File: config.mk
export PLATFORM = sky130hd
export DESIGN_NAME = cpu_core
export DESIGN_NICKNAME = d
export VERILOG_FILES = /design/src/common/core_bus_pkg.sv /design/src/common/rv_isa_pkg.sv /design/src/common/mem_req_if.sv /design/src/hdl/cpu_core.sv /design/src/hdl/mem_access.sv /design/src/core/core_sequencer.sv /design/src/core/alu.sv /design/src/core/instr_decoder.sv /design/src/core/reg_file.sv
export VERILOG_INCLUDE_DIRS = /design/src /design/src/common
export SDC_FILE = /design/constraint.sdc
export NUM_CORES = 2
export LEC_CHECK = 0
export BUFFER_PORTS_ARGS = -buffer_cell sky130_fd_sc_hd__buf_2
export CAP_MARGIN = 25
export CORE_MARGIN = 5
export CORE_UTILIZATION = 45
export DETAILED_ROUTE_END_ITERATION = 12
export PLACE_DENSITY = 0.59
export SYNTH_ARGS = -nofsm -noshare
export SYNTH_HDL_FRONTEND = slang
export SYNTH_SLANG_ARGS = --single-unit
File: constraint.sdc
create_clock -name clk -period 56.2 [get_ports clk]
set_clock_uncertainty 0.2 [all_clocks]
set_input_delay 11.24 -clock clk [delete_from_list [all_inputs] [get_ports clk]]
set_output_delay 11.24 -clock clk [all_outputs]
set_load 0.05 [all_outputs]
File: src/common/core_macros.svh
`ifndef CORE_MACROS_SVH
`define CORE_MACROS_SVH

// datapath and bus width
`define XLEN 32

// architectural register count, x0 included
`define REG_COUNT 32

// first fetch address after reset
`define RESET_PC 32'h0000_0000

// sequential pc increment
`define PC_STEP 32'd4

// register index width
`define REG_AW 5

`endif
File: src/common/core_bus_pkg.sv
package core_bus_pkg;

    // sequencer states
    typedef enum logic [1:0] {
        FETCH = 2'd0,
        EXEC  = 2'd1,
        MEM   = 2'd2
    } seq_state_e;

    // kind of memory transaction
    typedef enum logic [1:0] {
        KIND_FETCH = 2'd0,
        KIND_READ  = 2'd1,
        KIND_WRITE = 2'd2
    } mem_kind_e;

endpackage

File: src/common/rv_isa_pkg.sv
`include "core_macros.svh"

package rv_isa_pkg;

    // supported major opcodes
    typedef enum logic [6:0] {
        OP_OP     = 7'b0110011,
        OP_IMM    = 7'b0010011,
        OP_LOAD   = 7'b0000011,
        OP_STORE  = 7'b0100011,
        OP_BRANCH = 7'b1100011,
        OP_JAL    = 7'b1101111,
        OP_JALR   = 7'b1100111,
        OP_LUI    = 7'b0110111
    } opcode_e;

    typedef enum logic [2:0] {
        ALU_ADD = 3'b000, // add, addi, sub
        ALU_SLL = 3'b001,
        ALU_XOR = 3'b100,
        ALU_SRL = 3'b101,
        ALU_OR  = 3'b110,
        ALU_AND = 3'b111
    } alu_funct_e;

    typedef enum logic [2:0] {
        BR_BEQ = 3'b000,
        BR_BNE = 3'b001,
        BR_BLT = 3'b100,
        BR_BGE = 3'b101
    } branch_funct_e;

    typedef struct packed {
        opcode_e                opcode;
        logic [2:0]             funct3;
        logic                   sub;      // R-type subtract
        logic [`REG_AW-1:0]     rd;
        logic [`REG_AW-1:0]     rs1;
        logic [`REG_AW-1:0]     rs2;
        logic [`XLEN-1:0]       imm;      // already sign extended
        logic                   use_imm;
        logic                   wr_reg;
        logic                   is_load;
        logic                   is_store;
        logic                   is_branch;
        logic                   is_jump;
    } dec_instr_t;

endpackage

File: src/common/mem_req_if.sv
`timescale 1ns/1ps
`include "core_macros.svh"

interface mem_req_if import core_bus_pkg::*; ();

    logic             req;    // held until done
    mem_kind_e        kind;
    logic [`XLEN-1:0] addr;
    logic [`XLEN-1:0] wdata;
    logic             done;   // single cycle pulse
    logic [`XLEN-1:0] rdata;

    modport seq_mp (
        output req, kind, addr, wdata,
        input  done, rdata
    );

    modport mem_mp (
        input  req, kind, addr, wdata,
        output done, rdata
    );

endinterface

File: src/hdl/cpu_core.sv
`timescale 1ns/1ps
`include "core_macros.svh"

module cpu_core import rv_isa_pkg::*; (
    input  logic             clk,
    input  logic             rst,
    output logic             mem_req_o,
    output logic             mem_we_o,
    output logic [`XLEN-1:0] mem_addr_o,
    output logic [`XLEN-1:0] mem_wdata_o,
    input  logic             mem_full_i,
    input  logic [`XLEN-1:0] mem_rdata_i,
    input  logic             mem_rvalid_i
);
    dec_instr_t       dec;
    logic [`XLEN-1:0] instr;
    logic [`XLEN-1:0] pc;
    logic [`XLEN-1:0] alu_result;
    logic [`XLEN-1:0] data_addr;
    logic             branch_taken;
    logic [`XLEN-1:0] jump_target;
    logic [`XLEN-1:0] rs1_data;
    logic [`XLEN-1:0] rs2_data;
    logic             rd_we;
    logic [`XLEN-1:0] rd_data;

    mem_req_if mem_bus ();

    core_sequencer u_seq (
        .clk            (clk),
        .rst            (rst),
        .dec_i          (dec),
        .instr_o        (instr),
        .alu_result_i   (alu_result),
        .mem_addr_i     (data_addr),
        .branch_taken_i (branch_taken),
        .jump_target_i  (jump_target),
        .rs2_data_i     (rs2_data),
        .pc_o           (pc),
        .rd_we_o        (rd_we),
        .rd_data_o      (rd_data),
        .mem            (mem_bus)
    );

    instr_decoder u_dec (
        .instr_i (instr),
        .dec_o   (dec)
    );

    reg_file u_rf (
        .clk        (clk),
        .rst        (rst),
        .rs1_i      (dec.rs1),
        .rs2_i      (dec.rs2),
        .rd_i       (dec.rd),
        .we_i       (rd_we),
        .wd_i       (rd_data),
        .rs1_data_o (rs1_data),
        .rs2_data_o (rs2_data)
    );

    alu u_alu (
        .dec_i          (dec),
        .pc_i           (pc),
        .rs1_data_i     (rs1_data),
        .rs2_data_i     (rs2_data),
        .alu_result_o   (alu_result),
        .mem_addr_o     (data_addr),
        .branch_taken_o (branch_taken),
        .jump_target_o  (jump_target)
    );

    mem_access u_mem (
        .clk          (clk),
        .rst          (rst),
        .mem          (mem_bus),
        .mem_req_o    (mem_req_o),
        .mem_we_o     (mem_we_o),
        .mem_addr_o   (mem_addr_o),
        .mem_wdata_o  (mem_wdata_o),
        .mem_full_i   (mem_full_i),
        .mem_rdata_i  (mem_rdata_i),
        .mem_rvalid_i (mem_rvalid_i)
    );

endmodule

File: src/hdl/mem_access.sv
`timescale 1ns/1ps
`include "core_macros.svh"

module mem_access import core_bus_pkg::*; (
    input  logic             clk,
    input  logic             rst,
    mem_req_if.mem_mp        mem,
    output logic             mem_req_o,
    output logic             mem_we_o,
    output logic [`XLEN-1:0] mem_addr_o,
    output logic [`XLEN-1:0] mem_wdata_o,
    input  logic             mem_full_i,
    input  logic [`XLEN-1:0] mem_rdata_i,
    input  logic             mem_rvalid_i
);
    typedef enum logic [1:0] {
        MA_IDLE,
        MA_REQ,     // waiting for the bus to take it
        MA_RD_WAIT  // accepted read, waiting for rvalid
    } ma_state_e;

    ma_state_e        state_q;
    logic             done_q;
    logic [`XLEN-1:0] rdata_q;
    logic             start;

    // sequencer still holds req during the done cycle, so skip that one
    assign start = (state_q == MA_IDLE) && mem.req && !done_q;

    always_ff @(posedge clk or posedge rst) begin
        if (rst) begin
            state_q   <= MA_IDLE;
            mem_req_o <= 1'b0;
            mem_we_o  <= 1'b0;
            done_q    <= 1'b0;
        end else begin
            done_q <= 1'b0;
            case (state_q)
                MA_IDLE: begin
                    if (start) begin
                        mem_req_o <= 1'b1;
                        mem_we_o  <= (mem.kind == KIND_WRITE);
                        state_q   <= MA_REQ;
                    end
                end
                MA_REQ: begin
                    if (!mem_full_i) begin // accepted on this edge
                        mem_req_o <= 1'b0;
                        mem_we_o  <= 1'b0;
                        if (mem_we_o) begin
                            done_q  <= 1'b1;
                            state_q <= MA_IDLE;
                        end else begin
                            state_q <= MA_RD_WAIT;
                        end
                    end
                end
                MA_RD_WAIT: begin
                    if (mem_rvalid_i) begin
                        done_q  <= 1'b1;
                        state_q <= MA_IDLE;
                    end
                end
                default: state_q <= MA_IDLE;
            endcase
        end
    end

    always_ff @(posedge clk) begin
        if (start) begin
            mem_addr_o  <= mem.addr;
            mem_wdata_o <= mem.wdata;
        end
        if (state_q == MA_RD_WAIT && mem_rvalid_i) begin
            rdata_q <= mem_rdata_i;
        end
    end

    assign mem.done  = done_q;
    assign mem.rdata = rdata_q;

endmodule

File: src/core/core_sequencer.sv
`timescale 1ns/1ps
`include "core_macros.svh"

module core_sequencer import rv_isa_pkg::*, core_bus_pkg::*; (
    input  logic             clk,
    input  logic             rst,
    input  dec_instr_t       dec_i,
    output logic [`XLEN-1:0] instr_o,
    input  logic [`XLEN-1:0] alu_result_i,
    input  logic [`XLEN-1:0] mem_addr_i,
    input  logic             branch_taken_i,
    input  logic [`XLEN-1:0] jump_target_i,
    input  logic [`XLEN-1:0] rs2_data_i,
    output logic [`XLEN-1:0] pc_o,
    output logic             rd_we_o,
    output logic [`XLEN-1:0] rd_data_o,
    mem_req_if.seq_mp        mem
);
    seq_state_e       state_q;
    logic [`XLEN-1:0] pc_q;
    logic [`XLEN-1:0] ir_q;
    logic [`XLEN-1:0] pc_next;
    logic             gap_q;   // idle cycle between a data access and the next fetch
    logic             mem_op;

    assign mem_op  = dec_i.is_load || dec_i.is_store;
    assign pc_next = branch_taken_i ? jump_target_i : pc_q + `PC_STEP;

    always_ff @(posedge clk or posedge rst) begin
        if (rst) begin
            state_q <= FETCH;
            pc_q    <= `RESET_PC;
            ir_q    <= '0; // decodes as a harmless op before the first fetch
            gap_q   <= 1'b0;
        end else begin
            gap_q <= 1'b0;
            case (state_q)
                FETCH: begin
                    if (mem.done) begin
                        ir_q    <= mem.rdata;
                        state_q <= EXEC;
                    end
                end
                EXEC: begin
                    if (mem_op) begin
                        state_q <= MEM;
                    end else begin
                        pc_q    <= pc_next;
                        state_q <= FETCH;
                    end
                end
                MEM: begin
                    if (mem.done) begin
                        pc_q    <= pc_q + `PC_STEP;
                        gap_q   <= 1'b1;
                        state_q <= FETCH;
                    end
                end
                default: state_q <= FETCH;
            endcase
        end
    end

    // request fields stay put for the whole state
    always_comb begin
        mem.req  = ((state_q == FETCH) && !gap_q) || (state_q == MEM);
        mem.kind = KIND_FETCH;
        mem.addr = pc_q;
        if (state_q == MEM) begin
            mem.kind = dec_i.is_store ? KIND_WRITE : KIND_READ;
            mem.addr = mem_addr_i;
        end
    end

    assign mem.wdata = rs2_data_i;

    // writeback: alu in EXEC, load data when MEM finishes
    assign rd_data_o = (state_q == MEM) ? mem.rdata : alu_result_i;
    assign rd_we_o   = dec_i.wr_reg &&
                       (((state_q == EXEC) && !mem_op) ||
                        ((state_q == MEM) && mem.done && dec_i.is_load));

    assign pc_o    = pc_q;
    assign instr_o = ir_q;

endmodule

File: src/core/alu.sv
`timescale 1ns/1ps
`include "core_macros.svh"

module alu import rv_isa_pkg::*; (
    input  dec_instr_t       dec_i,
    input  logic [`XLEN-1:0] pc_i,
    input  logic [`XLEN-1:0] rs1_data_i,
    input  logic [`XLEN-1:0] rs2_data_i,
    output logic [`XLEN-1:0] alu_result_o,
    output logic [`XLEN-1:0] mem_addr_o,
    output logic             branch_taken_o,
    output logic [`XLEN-1:0] jump_target_o
);
    logic [`XLEN-1:0] op2;
    logic [`XLEN-1:0] rs1_plus_imm;
    logic             cond;

    assign op2          = dec_i.use_imm ? dec_i.imm : rs2_data_i;
    assign rs1_plus_imm = rs1_data_i + dec_i.imm;

    always_comb begin
        alu_result_o = '0;
        case (dec_i.opcode)
            OP_OP, OP_IMM: begin
                case (alu_funct_e'(dec_i.funct3))
                    ALU_ADD: alu_result_o = dec_i.sub ? rs1_data_i - op2 : rs1_data_i + op2;
                    ALU_XOR: alu_result_o = rs1_data_i ^ op2;
                    ALU_OR:  alu_result_o = rs1_data_i | op2;
                    ALU_AND: alu_result_o = rs1_data_i & op2;
                    ALU_SLL: alu_result_o = rs1_data_i << op2[4:0];
                    ALU_SRL: alu_result_o = rs1_data_i >> op2[4:0];
                    default: alu_result_o = '0;
                endcase
            end
            OP_JAL, OP_JALR: alu_result_o = pc_i + `PC_STEP; // link value
            OP_LUI:          alu_result_o = dec_i.imm;       // already shifted up
            default:         alu_result_o = '0;
        endcase
    end

    // signed compare as in the ISA
    always_comb begin
        case (branch_funct_e'(dec_i.funct3))
            BR_BEQ:  cond = (rs1_data_i == rs2_data_i);
            BR_BNE:  cond = (rs1_data_i != rs2_data_i);
            BR_BLT:  cond = ($signed(rs1_data_i) < $signed(rs2_data_i));
            BR_BGE:  cond = ($signed(rs1_data_i) >= $signed(rs2_data_i));
            default: cond = 1'b0;
        endcase
    end

    assign branch_taken_o = dec_i.is_jump || (dec_i.is_branch && cond);
    assign mem_addr_o     = rs1_plus_imm;

    // jalr clears bit 0, branch and jal are pc relative
    assign jump_target_o = (dec_i.opcode == OP_JALR) ?
                           {rs1_plus_imm[`XLEN-1:1], 1'b0} :
                           pc_i + dec_i.imm;

endmodule

File: src/core/instr_decoder.sv
`timescale 1ns/1ps
`include "core_macros.svh"

module instr_decoder import rv_isa_pkg::*; (
    input  logic [`XLEN-1:0] instr_i,
    output dec_instr_t       dec_o
);
    opcode_e          opcode;
    logic [`XLEN-1:0] imm_i;
    logic [`XLEN-1:0] imm_s;
    logic [`XLEN-1:0] imm_b;
    logic [`XLEN-1:0] imm_j;
    logic [`XLEN-1:0] imm_u;

    assign opcode = opcode_e'(instr_i[6:0]);

    // immediates per format
    assign imm_i = {{20{instr_i[31]}}, instr_i[31:20]};
    assign imm_s = {{20{instr_i[31]}}, instr_i[31:25], instr_i[11:7]};
    assign imm_b = {{19{instr_i[31]}}, instr_i[31], instr_i[7],
                    instr_i[30:25], instr_i[11:8], 1'b0};
    assign imm_j = {{11{instr_i[31]}}, instr_i[31], instr_i[19:12],
                    instr_i[20], instr_i[30:21], 1'b0};
    assign imm_u = {instr_i[31:12], 12'b0};

    always_comb begin
        dec_o        = '0;
        dec_o.opcode = opcode;
        dec_o.funct3 = instr_i[14:12];
        case (opcode)
            OP_OP: begin
                dec_o.rd     = instr_i[11:7];
                dec_o.rs1    = instr_i[19:15];
                dec_o.rs2    = instr_i[24:20];
                dec_o.sub    = (instr_i[31:25] == 7'b0100000);
                dec_o.wr_reg = 1'b1;
            end
            OP_IMM, OP_LOAD, OP_JALR: begin
                dec_o.rd      = instr_i[11:7];
                dec_o.rs1     = instr_i[19:15];
                dec_o.imm     = imm_i;
                dec_o.use_imm = 1'b1;
                dec_o.wr_reg  = 1'b1;
                dec_o.is_load = (opcode == OP_LOAD);
                dec_o.is_jump = (opcode == OP_JALR);
            end
            OP_STORE: begin
                dec_o.rs1      = instr_i[19:15];
                dec_o.rs2      = instr_i[24:20];
                dec_o.imm      = imm_s;
                dec_o.use_imm  = 1'b1;
                dec_o.is_store = 1'b1;
            end
            OP_BRANCH: begin
                dec_o.rs1       = instr_i[19:15];
                dec_o.rs2       = instr_i[24:20];
                dec_o.imm       = imm_b; // compare uses rs2, not imm
                dec_o.is_branch = 1'b1;
            end
            OP_JAL: begin
                dec_o.rd      = instr_i[11:7];
                dec_o.imm     = imm_j;
                dec_o.use_imm = 1'b1;
                dec_o.wr_reg  = 1'b1;
                dec_o.is_jump = 1'b1;
            end
            OP_LUI: begin
                dec_o.rd      = instr_i[11:7];
                dec_o.imm     = imm_u;
                dec_o.use_imm = 1'b1;
                dec_o.wr_reg  = 1'b1;
            end
            default: dec_o.funct3 = 3'b000; // unknown opcode runs as a no-op
        endcase
    end

endmodule

File: src/core/reg_file.sv
`timescale 1ns/1ps
`include "core_macros.svh"

module reg_file (
    input  logic               clk,
    input  logic               rst,
    input  logic [`REG_AW-1:0] rs1_i,
    input  logic [`REG_AW-1:0] rs2_i,
    input  logic [`REG_AW-1:0] rd_i,
    input  logic               we_i,
    input  logic [`XLEN-1:0]   wd_i,
    output logic [`XLEN-1:0]   rs1_data_o,
    output logic [`XLEN-1:0]   rs2_data_o
);
    logic [`XLEN-1:0] regs [`REG_COUNT];

    always_ff @(posedge clk or posedge rst) begin
        if (rst) begin
            for (int i = 0; i < `REG_COUNT; i++) begin
                regs[i] <= '0;
            end
        end else if (we_i && rd_i != '0) begin // x0 never written
            regs[rd_i] <= wd_i;
        end
    end

    assign rs1_data_o = regs[rs1_i];
    assign rs2_data_o = regs[rs2_i];

endmodule

=== Word-level counts from Yosys, hierarchy flattened ===
Index checks and enable logic that the tools add are counted.

* Bits in registers: 1192
* Bits of input ports: 36
* Output and inout port bits: 66
* Word-level logic and storage cells: 181

* Add/subtract/negate cells: 5
* Magnitude comparators: 6
* Equality and inequality tests: 27
* Shift-type cells: 2
* Mux-type cells: 55
* Bitwise logic cells: 6
* Reductions and logical operators: 37

{| class="wikitable"
|+ Operators by type and width
! operator !! count
|-
| bitwise mux 1024 bit || 1
|-
| two-way mux 32 bit || 13
|-
| binary-select mux 32 bit (select 5 bit) || 2
|-
| one-hot mux 32 bit (6 select lines) || 1
|-
| demux 32 bit (select 5 bit) || 1
|-
| one-hot mux 32 bit (5 select lines) || 1
|-
| adder 32 bit || 3
|-
| one-hot mux 32 bit (3 select lines) || 1
|-
| one-hot mux 32 bit (2 select lines) || 1
|-
| adder 32 x 3 -> 32 bit, second input constant || 1
|-
| bitwise AND 32 bit || 1
|-
| equality test 32 bit || 1
|-
| >= comparator 32 bit || 1
|-
| < comparator 32 bit || 1
|-
| inequality test 32 bit || 1
|-
| OR 32 bit || 1
|-
| left shift 32 x 5 -> 32 bit || 1
|-
| right shift 32 x 5 -> 32 bit || 1
|-
| subtractor 32 bit || 1
|-
| bitwise XOR 32 bit || 1
|-
| equality test 7 x 6 -> 1 bit, second input constant || 4
|-
| equality test 7 bit, second input constant || 3
|-
| >= comparator 6 bit, second input constant || 3
|-
| two-way mux 2 bit || 9
|-
| other kinds (29) || 84
|}

=== Logic depth before layout (Yosys ltp) ===
* Word-level depth: 14
* Depth in mapped cells: 35
* Mapped depth without buffers: 28

=== Hierarchy ===
From an unflattened synthesis, not the netlist that was laid out.

* Cells, all modules: 7405
* Area total of the unflattened synthesis: 77773.3 um^2

{| class="wikitable"
|+ By module, submodules not included
! module !! times used !! cells each !! area each (um^2) !! sequential area each (um^2)
|-
| reg_file || 1 || 4602 || 55947.4 || 25624.6
|-
| alu || 1 || 1950 || 12968.7 || 0.0
|-
| core_sequencer || 1 || 590 || 4695.8 || 1676.6
|-
| mem_access || 1 || 128 || 3229.3 || 3007.9
|-
| instr_decoder || 1 || 135 || 932.1 || 0.0
|}

=== Least setup slack after synthesis ===
Ideal clock, no wire load.

* Path type: input-to-reg
* Start point: input mem_rvalid_i
* End point: register u_mem.rdata_q[0], in the netlist u_mem.mem.rdata[0], enable pin
* Library setup time: 393 ps
* Data arrival time: 12051 ps
* Required time: 55607 ps
* Path slack: 43556 ps
* Cell stages on the path: 1
* Buffers on the path: 0
* Cells stage by stage: and2_1

* Longest elaborated chain between the ends: 1

{| class="wikitable"
|+ Ends and longest elaborated chain
! item !! line !! RTL
|-
| from (decl) || cpu_core.sv:13 || <nowiki>input logic mem_rvalid_i</nowiki>
|-
| logical AND 1 bit || mem_access.sv:74 || <nowiki>if (state_q == MA_RD_WAIT && mem_rvalid_i) begin</nowiki>
|-
| to (signal assigned) || mem_access.sv:75 || <nowiki>rdata_q <= mem_rdata_i;</nowiki>
|-
| to (decl) || mem_access.sv:24 || <nowiki>logic [`XLEN-1:0] rdata_q;</nowiki>
|}

Every way passes these cells.
A chain may end at the register's enable or synchronous reset.

==> impl_metrics.json <==
{
  "tightest_slew_ps": 1270,
  "boundaryPins": 102,
  "whs_path_depth": 0,
  "rr_worst_depth": 31,
  "status": "finished clean",
  "maxSlewHeadroom_pct": 15.0,
  "critical_path.cell_chain": "buf_2 > inv_8 > buf_4 > buf_4 > buf_4",
  "grt_max_degree": 113,
  "die_h_um": 427,
  "cp_slowest_cell": "buf_4",
  "synth.avg_cell_area_sq_um": 9.41,
  "vias": 78489,
  "nNetsFinal": 8424,
  "min_to": "u_rf.regs[997]$_DFFE_PP0P_",
  "p_int_mw": 2.11,
  "critPathArrivalTime_ps": 14500,
  "met3_usage_pct": 19.3,
  "drt_first_iter_violations": 13102,
  "final_antenna_net_count": 0,
  "start_kind": "primary input",
  "synth-xor-area-share_pct": 1.51,
  "synth_cell_types": 119,
  "cts_buffers": 141,
  "setup_viol": 0,
  "grt-ovfl-total": 0,
  "die_area_sq_um": 182000,
  "yosys_warnings": 0,
  "grt_use_met2_pct": 68.9,
  "clock_latency_ps": 840,
  "synth-compound-area-share_pct": 21.7,
  "grt_pass1_vias": 72327,
  "cp.required_ps": 56740,
  "syn_area_sq_um": 78100,
  "seqPwrFrac_pct": 22.9,
  "synth_top_flop_cell": "dfrtp_1",
  "p_leak_nw": 37.6,
  "dp_hpwl_um": 319000,
  "drv_cap": 0,
  "tritoncts": "yes",
  "seq_area_sq_um": 30300,
  "antenna_found_initial": 44,
  "clockPowerShare_pct": 21.8,
  "num_rows": 153,
  "ys_seq_elements": 1192,
  "synthAdderAreaFrac_pct": 3.31,
  "post-cts-setup-buffers": 0,
  "grt_pass1_wl_um": 621000,
  "grt_usage_pct": 49.3,
  "setup_tns_ps": 0,
  "core_area_sq_um": 173000,
  "cp-end-kind": "asynchronous set/reset pin",
  "hp-start": "u_rf.regs[997]$_DFFE_PP0P_",
  "ir_drop_uv": 68.0,
  "gr-max-usage-layer": "met2",
  "syn_inst": 8307,
  "ff2ff_setup_slack_ps": 44270,
  "clock-sinks": 1192,
  "ctsHtreeMaxLevel": 4,
  "initial_core_util_pct": 45.1,
  "synthSimpleGateAreaFrac_pct": 12.1,
  "combPwrFrac_pct": 55.3,
  "muxShareOfSynthArea_pct": 17.5,
  "final_layout_size_suffix_gt1_share_pct": 21.6,
  "powerDensity_nw_per_um2": 50.9,
  "async_reset_ff_share_pct": 91.9,
  "place_congestion": 1.07,
  "critPathBufInv": 5,
  "worstReg2RegEnd": "u_rf.regs[607]$_DFFE_PP0P_",
  "period_minus_slack_ps": 13960,
  "p_sw_share_pct": 52.6,
  "synth_top_family_by_area": "compound AO/OA/AOI/OAI gates",
  "cp_max_fo": 112,
  "min_period_over_period_pct": 24.8,
  "cts_hold_buf": 0,
  "fillers": 16157,
  "clk_path_buf_depth": 3,
  "multiInputGateArea_sq_um": 44600,
  "slowest_delay_ps": 860,
  "synth-seq-area-share_pct": 38.8,
  "clock.fmax_mhz": 71.6,
  "drv_slew": 0,
  "critPathKind": "in -> async",
  "dieWidth_um": 427,
  "clk_pin_slew_worst_paths_ps": 60,
  "syn_nets": 8548,
  "final-hold-violation-count": 0,
  "first_pass_iters": 9,
  "cp_top_family": "buffers and inverters",
  "via_per_inst": 7.36,
  "power_switching_mw": 2.33,
  "area.growth.synth_to_final_pct": 11.5,
  "reg2reg_from": "u_seq.instr_o[22]$_DFFE_PP0P_",
  "use_met1_pct": 59.7,
  "routed_wl_um": 462000,
  "cts-resized-gates": 0,
  "synth_edf_count": 96,
  "layout.cells.non_filler": 10661,
  "cpMostUsedCell": "buf_4",
  "clock-root-buffer": "clkbuf_16",
  "avgRoutedWirePerCell_um": 43.3,
  "placedCellCount": 10349,
  "min_path_type": "reg -> reg",
  "rsz0062_at_grt": "false",
  "port_buffers": 101,
  "drc_errors": 0
}
-- state kept, by name, indices dropped and copies added (netlist names), 2 cells and up --
signal,count
u_mem.state_q,2
u_mem.mem_wdata_o,32
u_seq.instr_o,32
u_rf.regs,1024
u_mem.mem_addr_o,32
u_seq.pc_o,32
u_seq.state_q,2
u_mem.mem.rdata,32
-- Yosys cell counts, types with 35 or more instances --
master | instances | area [sq um]
mux4_2 | 101 | 2270
nor2b_1 | 46 | 288
nor4_1 | 44 | 275
o21a_1 | 35 | 263
buf_1 | 40 | 150
dfrtp_1 | 1096 | 27400
nand3_1 | 120 | 601
mux2_2 | 759 | 8550
nor2_1 | 506 | 1900
o31ai_1 | 104 | 781
xnor2_1 | 102 | 893
ha_1 | 202 | 2530
a31oi_1 | 63 | 394
buf_2 | 195 | 976
or3_1 | 40 | 250
o22ai_1 | 99 | 619
o21ai_1 | 128 | 641
buf_4 | 46 | 345
nand2_1 | 961 | 3610
inv_1 | 153 | 574
nand4_1 | 39 | 244
a211oi_1 | 156 | 1170
o221ai_1 | 72 | 631
nand2b_1 | 39 | 244
a221oi_1 | 87 | 762
and3_1 | 54 | 338
a21oi_1 | 525 | 2630
nor3_1 | 149 | 746
o211ai_1 | 120 | 901
mux2i_1 | 281 | 2810
o21ai_0 | 678 | 3390
edfxtp_1 | 96 | 2880
clkbuf_1 | 450 | 1690
a21o_1 | 54 | 405
-- per-stage QoR --
stage | hold WS, ps | total power [mW] | setup slack, ps | instance area (sq um) | utilization (%)
2_1_floorplan | 244 | 2.29 | 13900 | 78100 | -
3_3_place_gp | 181 | 3.34 | 41320 | 81800 | 47.2
3_5_place_dp | 186 | 3.34 | 41300 | 82000 | 47.3
4_1_cts | 201 | 4.30 | 42160 | 86700 | 50.1
5_1_grt | 213 | 4.47 | 41780 | 87000 | 50.2
6_report | 204 | 4.44 | 42240 | 87100 | 50.3
-- final cells by class --
| class | instances | area share, % |
|---|---|---|
| diodes | 48 | 0.138 |
| repair buffers | 484 | 4.27 |
| inverters | 169 | 0.737 |
| clock buffers | 205 | 4.70 |
| multi-input cells | 6195 | 51.2 |
| well taps | 2325 | 3.34 |
| clock inverters | 43 | 0.754 |
| flip-flops and latches | 1192 | 34.8 |
-- cell usage in the layout (no fill, tap or decap), types with 42 or more instances in the layout --
master     synthesis  final
dfrtp_1         1096   1088
nand2_1          961    945
mux2_2           759    759
o21ai_0          678    674
a21oi_1          525    518
nor2_1           506    476
buf_4             46    353
mux2i_1          281    280
ha_1             202    201
a211oi_1         156    152
inv_1            153    149
clkbuf_16          0    144
nor3_1           149    141
o21ai_1          128    120
o211ai_1         120    120
nand3_1          120    119
xnor2_1          102    102
buf_2            195    102
mux4_2           101    101
o31ai_1          104     99
o22ai_1           99     96
edfxtp_1          96     96
a221oi_1          87     85
o221ai_1          72     72
a31oi_1           63     62
a21o_1            54     54
and3_1            54     54
diode_2            0     48
nor2b_1           46     45
nor4_1            44     42
-- per-layer routing --
layer,part of all wire (%),vias up
met5,0.15,-
met4,10,40
met3,14,2057
met2,40,6684
met1,36,39005
li1,-,30703
-- logic make-up (layout without fill, tap and decap cells) --
family,after synthesis,in the layout
simple gates,2121,2121
flops,1192,1192
other cells,0,48
mux,1142,1142
fa+ha+maj,205,205
compound gates,2592,2592
xor+xnor,135,135
buf+inv,920,901
-- worst max-delay path by stage --
stage | end | cells after the start | slack [ps] | start
CTS | u_rf.regs[552]$_DFFE_PP0P_ | 5 | 42160 | rst
global placement | u_rf.regs[520]$_DFFE_PP0P_ | 5 | 41320 | rst
floorplan | u_mem.mem.done$_DFF_PP0_ | 1 | 13900 | rst
detailed placement | u_rf.regs[520]$_DFFE_PP0P_ | 5 | 41300 | rst
global route | u_seq.instr_o[15]$_DFFE_PP0P_ | 5 | 41780 | rst
finish | u_seq.instr_o[15]$_DFFE_PP0P_ | 5 | 42240 | rst
-- power groups by stage --
stage | Clock [mW] | Sequential (mW) | Combinational, mW
after CTS | 0.966 | 1.01 | 2.32
after global placement | 0 | 1.02 | 2.32
after global routing | 1.00 | 1.01 | 2.45
after detailed placement | 0 | 1.02 | 2.32
final | 0.968 | 1.01 | 2.45
after floorplan | 0 | 1.05 | 1.24
(Power assumes the default switching activity.)
